`config.mk`:
```
export PLATFORM = sky130hd
export DESIGN_NAME = rom_loader
export DESIGN_NICKNAME = d
export VERILOG_FILES = /design/src/logic/rom_loader_pkg.sv /design/src/logic/ref_strobe_timer.sv /design/src/logic/ext_page_decoder.sv /design/src/logic/boot_addr_mapper.sv /design/src/logic/rom_write_fsm.sv /design/src/logic/rom_page_map.sv /design/src/logic/rom_loader.sv
export SDC_FILE = /design/constraint.sdc
export NUM_CORES = 1
export LEC_CHECK = 0
export ABC_AREA = 1
export BUFFER_PORTS_ARGS = -buffer_cell sky130_fd_sc_hd__buf_2
export CORE_AREA = 4 4 173 175
export DETAILED_ROUTE_END_ITERATION = 8
export DIE_AREA = 0 0 177 179
export PLACE_DENSITY = 0.68
export SLEW_MARGIN = 20
export SYNTH_ARGS = -nofsm -noshare
export SYNTH_HDL_FRONTEND = slang
export SYNTH_HIERARCHICAL = 1
export SYNTH_SLANG_ARGS = --single-unit
```
`constraint.sdc`:
```
create_clock -name clk_sys -period 3.8 [get_ports clk_sys]
set_clock_uncertainty 0.15 [all_clocks]
set_input_delay 0.76 -clock clk_sys [delete_from_list [all_inputs] [get_ports clk_sys]]
set_output_delay 0.76 -clock clk_sys [all_outputs]
set_load 0.05 [all_outputs]
```
`src/logic/rom_loader_pkg.sv`:
```
//////////////////////////////////////////////////////////////////////
// Shared widths, page numbers and the download address word used by
// the ROM loader. Modules take these through a wildcard import in the
// body and through scoped names in their port lists.
//////////////////////////////////////////////////////////////////////

package rom_loader_pkg;

	localparam int mem_addr_w      = 23;  // Memory word address
	localparam int dl_addr_w       = 25;  // Host download address
	localparam int page_w          = 9;   // Bit 8 marks upper-ROM region
	localparam int strobe_div      = 16;  // Clocks per reference strobe
	localparam int boot_slot_count = 8;

	localparam logic [page_w-1:0] page_mf2     = 9'h1FF;
	localparam logic [page_w-1:0] page_bad_ext = 9'h1EE; // Unused page for bad extensions

	// One download address, read two ways
	typedef union packed {
		struct packed {
			logic [10:0] slot;      // Boot image slot
			logic [13:0] offset;    // Byte within a 16 KB page
		} slot_v;
		struct packed {
			logic [2:0]  unused;
			logic [7:0]  page_ofs;  // Page count from the start page
			logic [13:0] offset;
		} page_v;
	} dl_addr_t;

	typedef logic [1:0] boot_bank_t;

endpackage

```
`src/logic/ref_strobe_timer.sv`:
```
//////////////////////////////////////////////////////////////////////
// Free-running divider for the memory reference strobe. The strobe
// is high for one clock per period and paces every loader write.
//////////////////////////////////////////////////////////////////////

`timescale 1ns/1ps

module ref_strobe_timer #(
	parameter int period = rom_loader_pkg::strobe_div
) (
	input  logic clk_sys,
	input  logic reset,
	output logic strobe
);

	localparam int cnt_w = $clog2(period);

	logic [cnt_w-1:0] cnt;

	always_ff @(posedge clk_sys) begin
		if (reset) begin
			cnt    <= '0;
			strobe <= 1'b0;
		end else begin
			strobe <= (cnt == cnt_w'(period - 1)); // Pulse on wrap
			if (cnt == cnt_w'(period - 1))
				cnt <= '0;
			else
				cnt <= cnt + 1'b1;
		end
	end

endmodule

```
`src/logic/ext_page_decoder.sv`:
```
//////////////////////////////////////////////////////////////////////
// Start page for an expansion ROM download, taken from the two
// extension characters when the download begins. "ZZ" loads at page
// 0 and "Z0" is a combo image that continues at the MF2 page.
//////////////////////////////////////////////////////////////////////

`timescale 1ns/1ps

module ext_page_decoder (
	input  logic                              clk_sys,
	input  logic                              reset,
	input  logic                              download,
	input  logic [7:0]                        index,
	input  logic [15:0]                       file_ext,
	input  logic                              page_advance,
	output logic [rom_loader_pkg::page_w-1:0] start_page,
	output logic                              combo
);

	import rom_loader_pkg::*;

	logic              old_download;
	logic [page_w-1:0] ext_page;
	logic              ext_combo;

	// A character that is not a hex digit keeps the default nibble
	function automatic logic [3:0] hex_nibble(input logic [7:0] c, input logic [3:0] dflt);
		logic [3:0] n;
		n = dflt;
		if (c >= "0" && c <= "9")
			n = c[3:0];
		if (c >= "A" && c <= "F")
			n = c[3:0] + 4'd9;
		return n;
	endfunction

	always_comb begin
		ext_page  = {page_bad_ext[8],
		             hex_nibble(file_ext[15:8], page_bad_ext[7:4]),
		             hex_nibble(file_ext[7:0], page_bad_ext[3:0])};
		ext_combo = 1'b0;
		if (file_ext == "ZZ")
			ext_page = '0;
		if (file_ext == "Z0") begin
			ext_page  = '0;
			ext_combo = 1'b1;    // Second 16 KB goes to the MF2 page
		end
	end

	always_ff @(posedge clk_sys) begin
		if (reset) begin
			old_download <= 1'b0;
			start_page   <= '0;
			combo        <= 1'b0;
		end else begin
			old_download <= download;
			if (download && !old_download && |index) begin
				start_page <= ext_page;
				combo      <= ext_combo;
			end else if (page_advance) begin
				start_page <= page_mf2;
				combo      <= 1'b0;
			end
		end
	end

endmodule

```
`src/logic/boot_addr_mapper.sv`:
```
//////////////////////////////////////////////////////////////////////
// Captures each accepted download byte and forms its memory address
// and bank. Boot images (index 0) go by slot number, expansion ROMs
// by start page plus page offset.
//////////////////////////////////////////////////////////////////////

`timescale 1ns/1ps

module boot_addr_mapper (
	input  logic                                  clk_sys,
	input  logic                                  reset,
	input  logic                                  wr,
	input  logic [7:0]                            index,
	input  rom_loader_pkg::dl_addr_t              addr,
	input  logic [7:0]                            data,
	input  logic [rom_loader_pkg::page_w-1:0]     start_page,
	input  logic                                  set_bank1,
	output logic [rom_loader_pkg::mem_addr_w-1:0] cur_addr,
	output rom_loader_pkg::boot_bank_t            cur_bank,
	output logic [7:0]                            cur_data,
	output logic                                  slot_valid
);

	import rom_loader_pkg::*;

	logic [page_w-1:0] slot_page;

	// Slots 0-3 and 4-7 share the same four pages
	always_comb begin
		case (addr.slot_v.slot[1:0])
			2'd0:    slot_page = 9'h000;
			2'd1:    slot_page = 9'h100;
			2'd2:    slot_page = 9'h107;
			default: slot_page = page_mf2;
		endcase
	end

	// Captured byte and its memory address
	always_ff @(posedge clk_sys) begin
		if (wr) begin
			cur_data       <= data;
			cur_addr[13:0] <= addr.slot_v.offset;
			if (|index) begin
				cur_addr[mem_addr_w-1]    <= start_page[page_w-1];
				cur_addr[mem_addr_w-2:14] <= start_page[7:0] + addr.page_v.page_ofs;
			end else begin
				cur_addr[mem_addr_w-1:14] <= slot_page;
			end
		end
	end

	always_ff @(posedge clk_sys) begin
		if (reset) begin
			cur_bank   <= 2'd0;
			slot_valid <= 1'b0;
		end else if (wr) begin
			if (|index) begin
				cur_bank   <= {1'b0, &index[7:6]};
				slot_valid <= 1'b1;
			end else begin
				cur_bank   <= {1'b0, addr.slot_v.slot[2]}; // Upper slots use bank 1
				slot_valid <= (addr.slot_v.slot < boot_slot_count);
			end
		end else if (set_bank1) begin
			cur_bank <= 2'd1;   // Second copy of an expansion byte
		end
	end

endmodule

```
`src/logic/rom_write_fsm.sv`:
```
//////////////////////////////////////////////////////////////////////
// Write sequencer. Holds the host off with wait_req, paces each
// memory write over one strobe period and repeats expansion bytes in
// bank 1. Also marks loaded upper-ROM pages and steps combo images.
//////////////////////////////////////////////////////////////////////

`timescale 1ns/1ps

module rom_write_fsm (
	input  logic                                  clk_sys,
	input  logic                                  reset,
	input  logic                                  download,
	input  logic [7:0]                            index,
	input  logic                                  wr,
	input  logic                                  strobe,
	input  logic                                  slot_valid,
	input  logic [rom_loader_pkg::mem_addr_w-1:0] cur_addr,
	input  rom_loader_pkg::boot_bank_t            cur_bank,
	input  logic                                  combo,
	output logic                                  wait_req,
	output logic                                  mem_we,
	output logic                                  set_bank1,
	output logic                                  page_advance,
	output logic                                  mark_page,
	output logic [7:0]                            mark_index
);

	import rom_loader_pkg::*;

	localparam logic [1:0] idle     = 2'd0;
	localparam logic [1:0] pending  = 2'd1;  // Byte held until the next strobe
	localparam logic [1:0] writing  = 2'd2;
	localparam logic [1:0] bank_gap = 2'd3;  // One strobe off before bank 1

	logic [1:0] state;
	logic       accept;
	logic       expansion;
	logic       double_bank;
	logic       write_end;
	logic       finish;

	assign accept      = download && wr && (index[4:0] < 5'd4); // ROM downloads only
	assign expansion   = (index[7:6] == 2'b01) || |index[5:0];
	assign double_bank = expansion && (cur_bank == 2'd0);
	assign write_end   = (state == writing) && strobe;
	assign finish      = write_end && !double_bank;

	assign set_bank1    = write_end && double_bank;
	assign mark_page    = finish && cur_addr[mem_addr_w-1];        // Upper region only
	assign mark_index   = cur_addr[mem_addr_w-2:14];
	assign page_advance = finish && combo && &cur_addr[13:0];      // Last byte of 16 KB

	always_ff @(posedge clk_sys) begin
		if (reset) begin
			state    <= idle;
			wait_req <= 1'b0;
			mem_we   <= 1'b0;
		end else begin
			case (state)
				idle: if (accept) begin
					wait_req <= 1'b1;
					state    <= pending;
				end
				pending: if (!slot_valid) begin
					wait_req <= 1'b0;   // Drop a byte from an out-of-range slot
					state    <= idle;
				end else if (strobe) begin
					mem_we <= 1'b1;
					state  <= writing;
				end
				writing: if (strobe) begin
					mem_we <= 1'b0;
					if (double_bank) begin
						state <= bank_gap;
					end else begin
						wait_req <= 1'b0;
						state    <= idle;
					end
				end
				default: if (strobe) begin
					mem_we <= 1'b1;
					state  <= writing;
				end
			endcase
		end
	end

endmodule

```
`src/logic/rom_page_map.sv`:
```
//////////////////////////////////////////////////////////////////////
// Loaded-page record for the upper-ROM region. Reads of a page that
// never received an image get an all-ones mask so the bus floats high.
//////////////////////////////////////////////////////////////////////

`timescale 1ns/1ps

module rom_page_map (
	input  logic                                  clk_sys,
	input  logic                                  reset,
	input  logic                                  mark_page,
	input  logic [7:0]                            mark_index,
	input  logic [rom_loader_pkg::mem_addr_w-1:0] lookup_addr,
	output logic [7:0]                            rom_mask
);

	import rom_loader_pkg::*;

	logic [255:0] loaded;     // One flag per upper page
	logic [7:0]   map_addr;
	logic         map_upper;

	always_ff @(posedge clk_sys) begin
		map_addr  <= lookup_addr[mem_addr_w-2:14];
		map_upper <= lookup_addr[mem_addr_w-1];
	end

	always_ff @(posedge clk_sys) begin
		if (reset)
			loaded <= '0;
		else if (mark_page)
			loaded[mark_index] <= 1'b1;
	end

	assign rom_mask = {8{map_upper & ~loaded[map_addr]}};

endmodule

```
`src/logic/rom_loader.sv`:
```
//////////////////////////////////////////////////////////////////////
// ROM loader top level. Takes ROM images from the host download port,
// writes them to memory on the reference strobe and keeps the read
// mask for unloaded upper-ROM pages.
//////////////////////////////////////////////////////////////////////

`timescale 1ns/1ps

module rom_loader #(
	parameter int strobe_period = rom_loader_pkg::strobe_div
) (
	input  logic                                  clk_sys,
	input  logic                                  reset,
	input  logic                                  download,
	input  logic [7:0]                            index,
	input  logic [15:0]                           file_ext,
	input  logic                                  wr,
	input  logic [rom_loader_pkg::dl_addr_w-1:0]  addr,
	input  logic [7:0]                            data,
	output logic                                  wait_req,
	output logic                                  mem_we,
	output logic [rom_loader_pkg::mem_addr_w-1:0] mem_addr,
	output rom_loader_pkg::boot_bank_t            mem_bank,
	output logic [7:0]                            mem_data,
	input  logic [rom_loader_pkg::mem_addr_w-1:0] lookup_addr,
	output logic [7:0]                            rom_mask
);

	import rom_loader_pkg::*;

	logic              strobe;
	logic [page_w-1:0] start_page;
	logic              combo;
	logic              page_advance;
	logic              slot_valid;
	logic              set_bank1;
	logic              mark_page;
	logic [7:0]        mark_index;
	logic              rom_wr;

	// Bytes of tape and other downloads never reach the mapper
	assign rom_wr = download && wr && (index[4:0] < 5'd4);

	ref_strobe_timer #(.period(strobe_period)) u_timer (
		.clk_sys (clk_sys),
		.reset   (reset),
		.strobe  (strobe)
	);

	ext_page_decoder u_ext_dec (
		.clk_sys      (clk_sys),
		.reset        (reset),
		.download     (download),
		.index        (index),
		.file_ext     (file_ext),
		.page_advance (page_advance),
		.start_page   (start_page),
		.combo        (combo)
	);

	boot_addr_mapper u_mapper (
		.clk_sys    (clk_sys),
		.reset      (reset),
		.wr         (rom_wr),
		.index      (index),
		.addr       (addr),
		.data       (data),
		.start_page (start_page),
		.set_bank1  (set_bank1),
		.cur_addr   (mem_addr),
		.cur_bank   (mem_bank),
		.cur_data   (mem_data),
		.slot_valid (slot_valid)
	);

	rom_write_fsm u_fsm (
		.clk_sys      (clk_sys),
		.reset        (reset),
		.download     (download),
		.index        (index),
		.wr           (wr),
		.strobe       (strobe),
		.slot_valid   (slot_valid),
		.cur_addr     (mem_addr),
		.cur_bank     (mem_bank),
		.combo        (combo),
		.wait_req     (wait_req),
		.mem_we       (mem_we),
		.set_bank1    (set_bank1),
		.page_advance (page_advance),
		.mark_page    (mark_page),
		.mark_index   (mark_index)
	);

	rom_page_map u_page_map (
		.clk_sys     (clk_sys),
		.reset       (reset),
		.mark_page   (mark_page),
		.mark_index  (mark_index),
		.lookup_addr (lookup_addr),
		.rom_mask    (rom_mask)
	);

endmodule

```
==> impl_metrics.csv, run 1 <==
group,metric,value,unit
status,status,"finished, final reports clean",
grt,grt_max_degree,89,
synthesis,synthTopCellsByArea,"dfxtp_1 (41%), a21oi_1 (9.9%), nand2_1 (9.4%)",
pwr,p_leak,6.51,nW
floorplanning,die_w,177,microns
routing,wl_per_cell,16.5,microns
synthesis,syn_inst,1893,
pwr,combPwrFrac,8.1,%
routing,dr_total_vias,12900,
clock_network,cts_root_buf,"clkbuf_16",
grt,grt_util_met2,40.2,%
sta,hold_viol,0,
routing,vias_per_cell,5.46,
sta,rsz0062_at_grt,"true",
setup_path,start_kind,"register",
floorplanning,start_util,49.3,%
routing,ant_nets,0,
synthesis,postSynthAreaPerCell,7.42,sq um
sta,maxSlewHeadroom,24.4,%
placement,port_buffers,111,
floorplanning,dieArea,0.0317,sq mm
routing,wirelength,39000,microns
synthesis,synth_top_area_share,40.9,%
sta,fin_crit,3.67,ns
clock_network,clk_path_buf_depth,3,
sta,setup-tns-final,0,ns
synthesis,synth-seq-area-share,47.5,%
clock_network,hold_buffers,0,
synthesis,synth_cell_types,45,
pwr,internal_power,5.71,mW
synthesis,synth_top_cell_by_area,"dfxtp_1",
grt,antenna_found_initial,0,
placement,dp_hpwl,23500,microns
clock_network,cts.reportedPaths.clkPinSlew,0.06,ns
finish,utilization,57.0,%
setup_path,cp.arrival,2.76,ns
routing,dr.pass1.iters,5,
setup_path,crit_required,2.89,ns
synthesis,ys_warn_count,6,
finish,nNetsFinal,2063,
grt,grt_use_met3,3.33,%
synthesis,ys_ff_latch,318,
grt,busiest_layer,"met2",
finish,diodes,0,
sta,finalSetupViolCount,0,
run,maxCapViolCount,0,
grt,grt_use_total,24.0,%
grt,overflow,0,
floorplanning,core,0.0285,sq mm
pwr,p_sw_share,23.8,%
sta,max_freq,273,MHz
setup_path,end_kind,"primary output",
floorplanning,ios,127,
pwr,p_total,7.50,mW
setup_path,critPathKind,"reg -> out",
grt,met1_usage,32.1,%
grt,grt_first_pass_wirelength,62200,microns
synthesis,synth_area,0.0140,sq mm
routing,drt_iter0_drc,1196,
finish,multi_input_area,0.00645,sq mm
pwr,p_clk_share,46.0,%
grt,grt_pass1_vias,12200,
clock_network,htree_levels,2,
synthesis,synthFlopType,"dfxtp_1",
pwr,ir_drop,0.255,mV
placement,gp_congestion,0.844,
finish,drive_gt1_share,14.3,%
synthesis,synth_nets,2000,
sta,final_min_period_over_clock_period,96.5,%
sta,holdWs,0.192,ns
pwr,p_seq_share,45.8,%
pwr,power_density,462,mW/mm^2
setup_path,cp_max_fo,44,
synthesis,synth-edff-count,31,
worst_hold_path,hold_path_class,"in -> reg",
clock_network,numCtsBuffers,36,
sta,drv_slew,0,
clock_network,post_cts_buffers,0,
sta,worstMarginPinSlew,1.13,ns
floorplanning,row_count,62,
clock_network,cts_tree,"yes",
floorplanning,die_h,179,microns
clock_network,insertion_delay,0.51,ns
routing,drc,0,
finish,syn2layout_area_growth,15.5,%
pwr,power.switching,1.79,mW
finish,fill_cells,2660,
finish,regArea,0.00668,sq mm
synthesis,async_flop_share,0,%
clock_network,cts.sinks,318,
## worst max-delay path, cell delays in order (launching register included)
cell and delay (ns):
dfxtp_4 0.39, buf_16 0.18, buf_12 0.22, a21oi_1 0.14, o21ai_0 0.09, nand3_1 0.07
nand2_1 0.06, nand2_1 0.11, nand3_1 0.12, nand2_1 0.08, inv_1 0.05, a21oi_2 0.12
nor2_1 0.04, nor2_1 0.10, buf_4 0.16, clkbuf_4 0.24
## final timing paths
path | startpoint | end | slack (ns) | cells after the start
worst max-delay path | u_page_map/map_addr[0] | rom_mask[7] | 0.13 | 15
worst min-delay path | lookup_addr[16] | u_page_map/map_addr[2] | 0.19 | 1
worst max register to register | u_fsm/state[0] | u_page_map/loaded[56] | 1.51 | 9
worst min register to register | u_fsm/mem_we | u_fsm/mem_we | 0.29 | 2
## final cells by class
class,instances,share of cell area (%)
Tap cell,384,2.96
Multi-Input combinational cell,1355,39.7
Sequential cell,318,41.2
Timing Repair Buffer,155,6.58
Clock inverter,12,0.748
Clock buffer,53,6.64
Inverter,90,2.16
## metrics by stage
step / instances / cell area, sq um / setup slack (ns)
2_1_floorplan: 1893 / 14000 / 0.335
3_3_place_gp: 2300 / 14900 / 0.668
3_5_place_dp: 2300 / 14900 / 0.662
4_1_cts: 2365 / 16100 / 0.122
5_1_grt: 2367 / 16200 / -0.0253
6_report: 2367 / 16200 / 0.132
## metal layers
layer,vias up,share of wire [%]
li1,6330,-
met1,6048,43
met2,449,47
met3,100,6.2
met4,0,3.1
met5,-,0
## sequential cells by signal (all words and copies together), names as in the netlist
signal                  count
u_ext_dec/combo             1
u_mapper/cur_data           8
u_fsm/wait_req              1
u_fsm/state                 2
u_mapper/slot_valid         1
u_ext_dec/start_page        9
u_page_map/map_addr         8
u_fsm/mem_we                1
u_timer/strobe              1
u_page_map/loaded         256
u_page_map/map_upper        1
u_timer/cnt                 4
u_mapper/cur_addr          23
u_mapper/cur_bank           1
u_ext_dec/old_download      1
## kinds of logic (layout without fill, tap and decap cells)
logic type / Yosys count / after routing / synth area share (%)
flip-flops: 318 / 318 / 47.5
adder cells (fa/ha/maj): 23 / 23 / 2.10
XOR/XNOR: 5 / 5 / 0.312
other: 1 / 1 / 0.0267
AO/OA/AOI/OAI: 312 / 312 / 11.3
AND/OR/NAND/NOR: 1014 / 1014 / 31.4
buffers and inverters: 220 / 310 / 7.32
## cells in the mapped netlist (all sizes together) (22+ instances only)
library cell    n
a21oi         283
buf            77
clkbuf         53
dfxtp         287
edfxtp         31
ha             22
inv            89
nand2         361
nand3         265
nor2          344
nor3           22
o21ai          25
## power groups by stage
| stage | Clock (mW) | Combinational, mW | Sequential (mW) |
|---|---|---|---|
| floorplan | 0 | 0.398 | 3.53 |
| global route | 3.66 | 0.664 | 3.44 |
| detailed placement | 0 | 0.586 | 3.51 |
| finish | 3.45 | 0.610 | 3.44 |
| CTS | 3.51 | 0.589 | 3.44 |
| global placement | 0 | 0.576 | 3.51 |
## what timing repair did
item,in CTS,in global routing
hold endpoints to repair,0,0
endpoints found under the setup margin,0,8
gates resized for setup,0,14
## layout by cell type (no fill, tap or decap), types with 3 or more instances in the layout
master,n
a21oi_1,278
a21oi_2,5
buf_12,6
buf_2,102
buf_4,33
clkbuf_1,8
clkbuf_16,40
clkbuf_4,8
clkbuf_8,8
clkinv_1,3
clkinv_2,6
dfxtp_1,285
edfxtp_1,31
ha_1,22
inv_1,82
inv_2,3
inv_4,3
nand2_1,351
nand2_2,7
nand3_1,260
nand3_2,4
nand3b_1,5
nand4_1,10
nor2_1,324
nor2_2,15
nor2_4,3
nor3_1,4
nor3_2,18
o211ai_1,3
o21ai_0,17
o21ai_1,7
xnor2_1,3
Power figures use the tool's default switching activity.
==> run 2, diff against run 1 <==
Settings changed: CORE_AREA 4 4 173 175 to 4 4 206 208, DIE_AREA 0 0 177 179 to 0 0 210 212, PLACE_DENSITY 0.68 to default.
==> impl_metrics.csv, run 2 (synthesized netlist as in run 1, its figures left out) <==
group,metric,value,unit
status,status,"finished, final reports clean",
floorplanning,row_count,74,
routing,vias_per_cell,5.04,
sta,finalSetupViolCount,0,
floorplanning,dieArea,0.0445,sq mm
setup_path,critPathKind,"reg -> out",
grt,grt_first_pass_wirelength,63100,microns
floorplanning,die_w,210,microns
floorplanning,ios,127,
sta,holdWs,0.178,ns
clock_network,insertion_delay,0.53,ns
finish,syn2layout_area_growth,17.1,%
routing,top_layer_used,"met4",
setup_path,cp.arrival,2.71,ns
run,maxCapViolCount,0,
clock_network,cts_root_buf,"clkbuf_16",
sta,fin_crit,3.62,ns
setup_path,crit_slowest_cell,"dfxtp_4",
sta,hold_viol,0,
clock_network,cts.sinks,318,
routing,drc,0,
clock_network,numCtsBuffers,37,
sta,setup-tns-final,0,ns
setup_path,start_kind,"register",
pwr,p_leak,6.54,nW
floorplanning,core,0.0406,sq mm
routing,wirelength,39400,microns
placement,gp_congestion,0.858,
worst_hold_path,hold_path_class,"in -> reg",
floorplanning,die_h,212,microns
sta,worstMarginPinSlew,1.14,ns
routing,wl_met1,16900,microns
grt,grt_pass1_vias,12100,
setup_path,crit_path_max_incr_delay,0.37,ns
placement,place_area,0.0151,sq mm
grt,grt_max_degree,117,
grt,overflow,0,
sta,rsz0062_at_grt,"false",
floorplanning,start_util,34.6,%
clock_network,cts_tree,"yes",
sta,max_freq,276,MHz
pwr,power_density,463,mW/mm^2
setup_path,cp_cell_sequence,"buf_4 > buf_16 > nand2_1 > nand3_1 > nand3_1 > nand3_1 > nand3_1 > nand2_1 > nand2_1 > nand3_1 > nand3_1 > nand2_1 > nor2_4 > buf_4",
setup_path,end_kind,"primary output",
grt,antenna_found_initial,0,
finish,diodes,0,
placement,dp_hpwl,24400,microns
clock_network,clk_path_buf_depth,3,
routing,routed-wl-met3,2720,microns
placement,port_buffers,111,
finish,nNetsFinal,2066,
sta,maxSlewHeadroom,23.7,%
pwr,ir_drop,0.313,mV
routing,wl_per_cell,15.6,microns
routing,met2RoutedLength,18800,microns
finish,largest_reg_flops,256,
clock_network,htree_levels,2,
setup_path,crit_top_cell,"nand3_1",
finish,regMostFlops,"u_page_map/loaded",
routing,dr_total_vias,12700,
finish,reg_top3,"u_page_map/loaded (256), u_mapper/cur_addr (23), u_ext_dec/start_page (9)",
clock_network,hold_buffers,0,
setup_path,crit_required,2.89,ns
finish,drive_gt1_share,14.5,%
routing,ant_nets,0,
setup_path,cp_max_fo,29,
setup_path,crit_buf_inv,3,
routing,dr.pass1.iters,5,
setup_path,crit_family,"simple AND/OR/NAND/NOR gates",
finish,final_common_cell,"nand2_1",
grt,grt_use_total,17.2,%
finish,layout_common_cells,"nand2_1 (351), nor2_1 (325), dfxtp_1 (285), a21oi_1 (278), nand3_1 (260)",
finish,fin_area,0.0164,sq mm
routing,drt_iter0_drc,1118,
sta,final_min_period_over_clock_period,95.2,%
clock_network,cts.reportedPaths.clkPinSlew,0.06,ns
sta,drv_slew,0,
[run 2: cell count changes in the layout (fill, tap and decap cells not counted), moves of 3 or more]
cell,previous run,this run
buf_4,33,44
clkbuf_4,8,0
clkinv_2,6,11
nor2_2,15,12
[run 2: final cells by class]
type                       instances  area (sq um)
clock buffer                      52          1080
clock inverter                    14           149
inverter                          90           347
fill                            4185         24100
multi-input combinational       1355          6450
timing repair buffer             157          1060
tap                              532           666
sequential                       318          6680
[run 2: final timing paths]
kind / start / cells past startpoint / to / slack, ns
setup / recovery: u_page_map/map_addr[0] / 14 / rom_mask[6] / 0.18
hold / removal: lookup_addr[21] / 1 / u_page_map/map_addr[7] / 0.18
setup reg to reg: u_fsm/state[0] / 9 / u_page_map/loaded[187] / 1.50
hold reg to reg: u_fsm/mem_we / 2 / u_fsm/mem_we / 0.29
[run 2: stage by stage]
stage	power (mW)	utilization [%]	worst slack, ns	cells
after floorplan	3.93	-	0.335	1893
after global placement	4.09	37.2	0.384	2448
after detailed placement	4.10	37.2	0.388	2448
after CTS	7.71	40.4	0.0363	2514
after global routing	7.90	40.5	0.00531	2518
final	7.61	40.5	0.181	2518
[run 2: repair_timing]
item                       4_1_cts  5_1_grt
resized for setup               10        2
cloned                           0        1
setup buffers                    0        3
setup endpoints to repair        8        8
[run 2: per-layer routing]
metal / up-vias / track usage [%]
met1: 5868 / 22.4
met2: 411 / 29.2
met3: 66 / 2.88
li1: 6340 / -
met4: 0 / 5.58
met5: - / 0
[run 2: where the power goes]
group	total (mW)	internal [mW]	switching [mW]
combinational	0.599	0.192	0.407
sequential	3.44	3.42	0.0237
clock	3.57	2.19	1.38
total	7.61	5.80	1.81
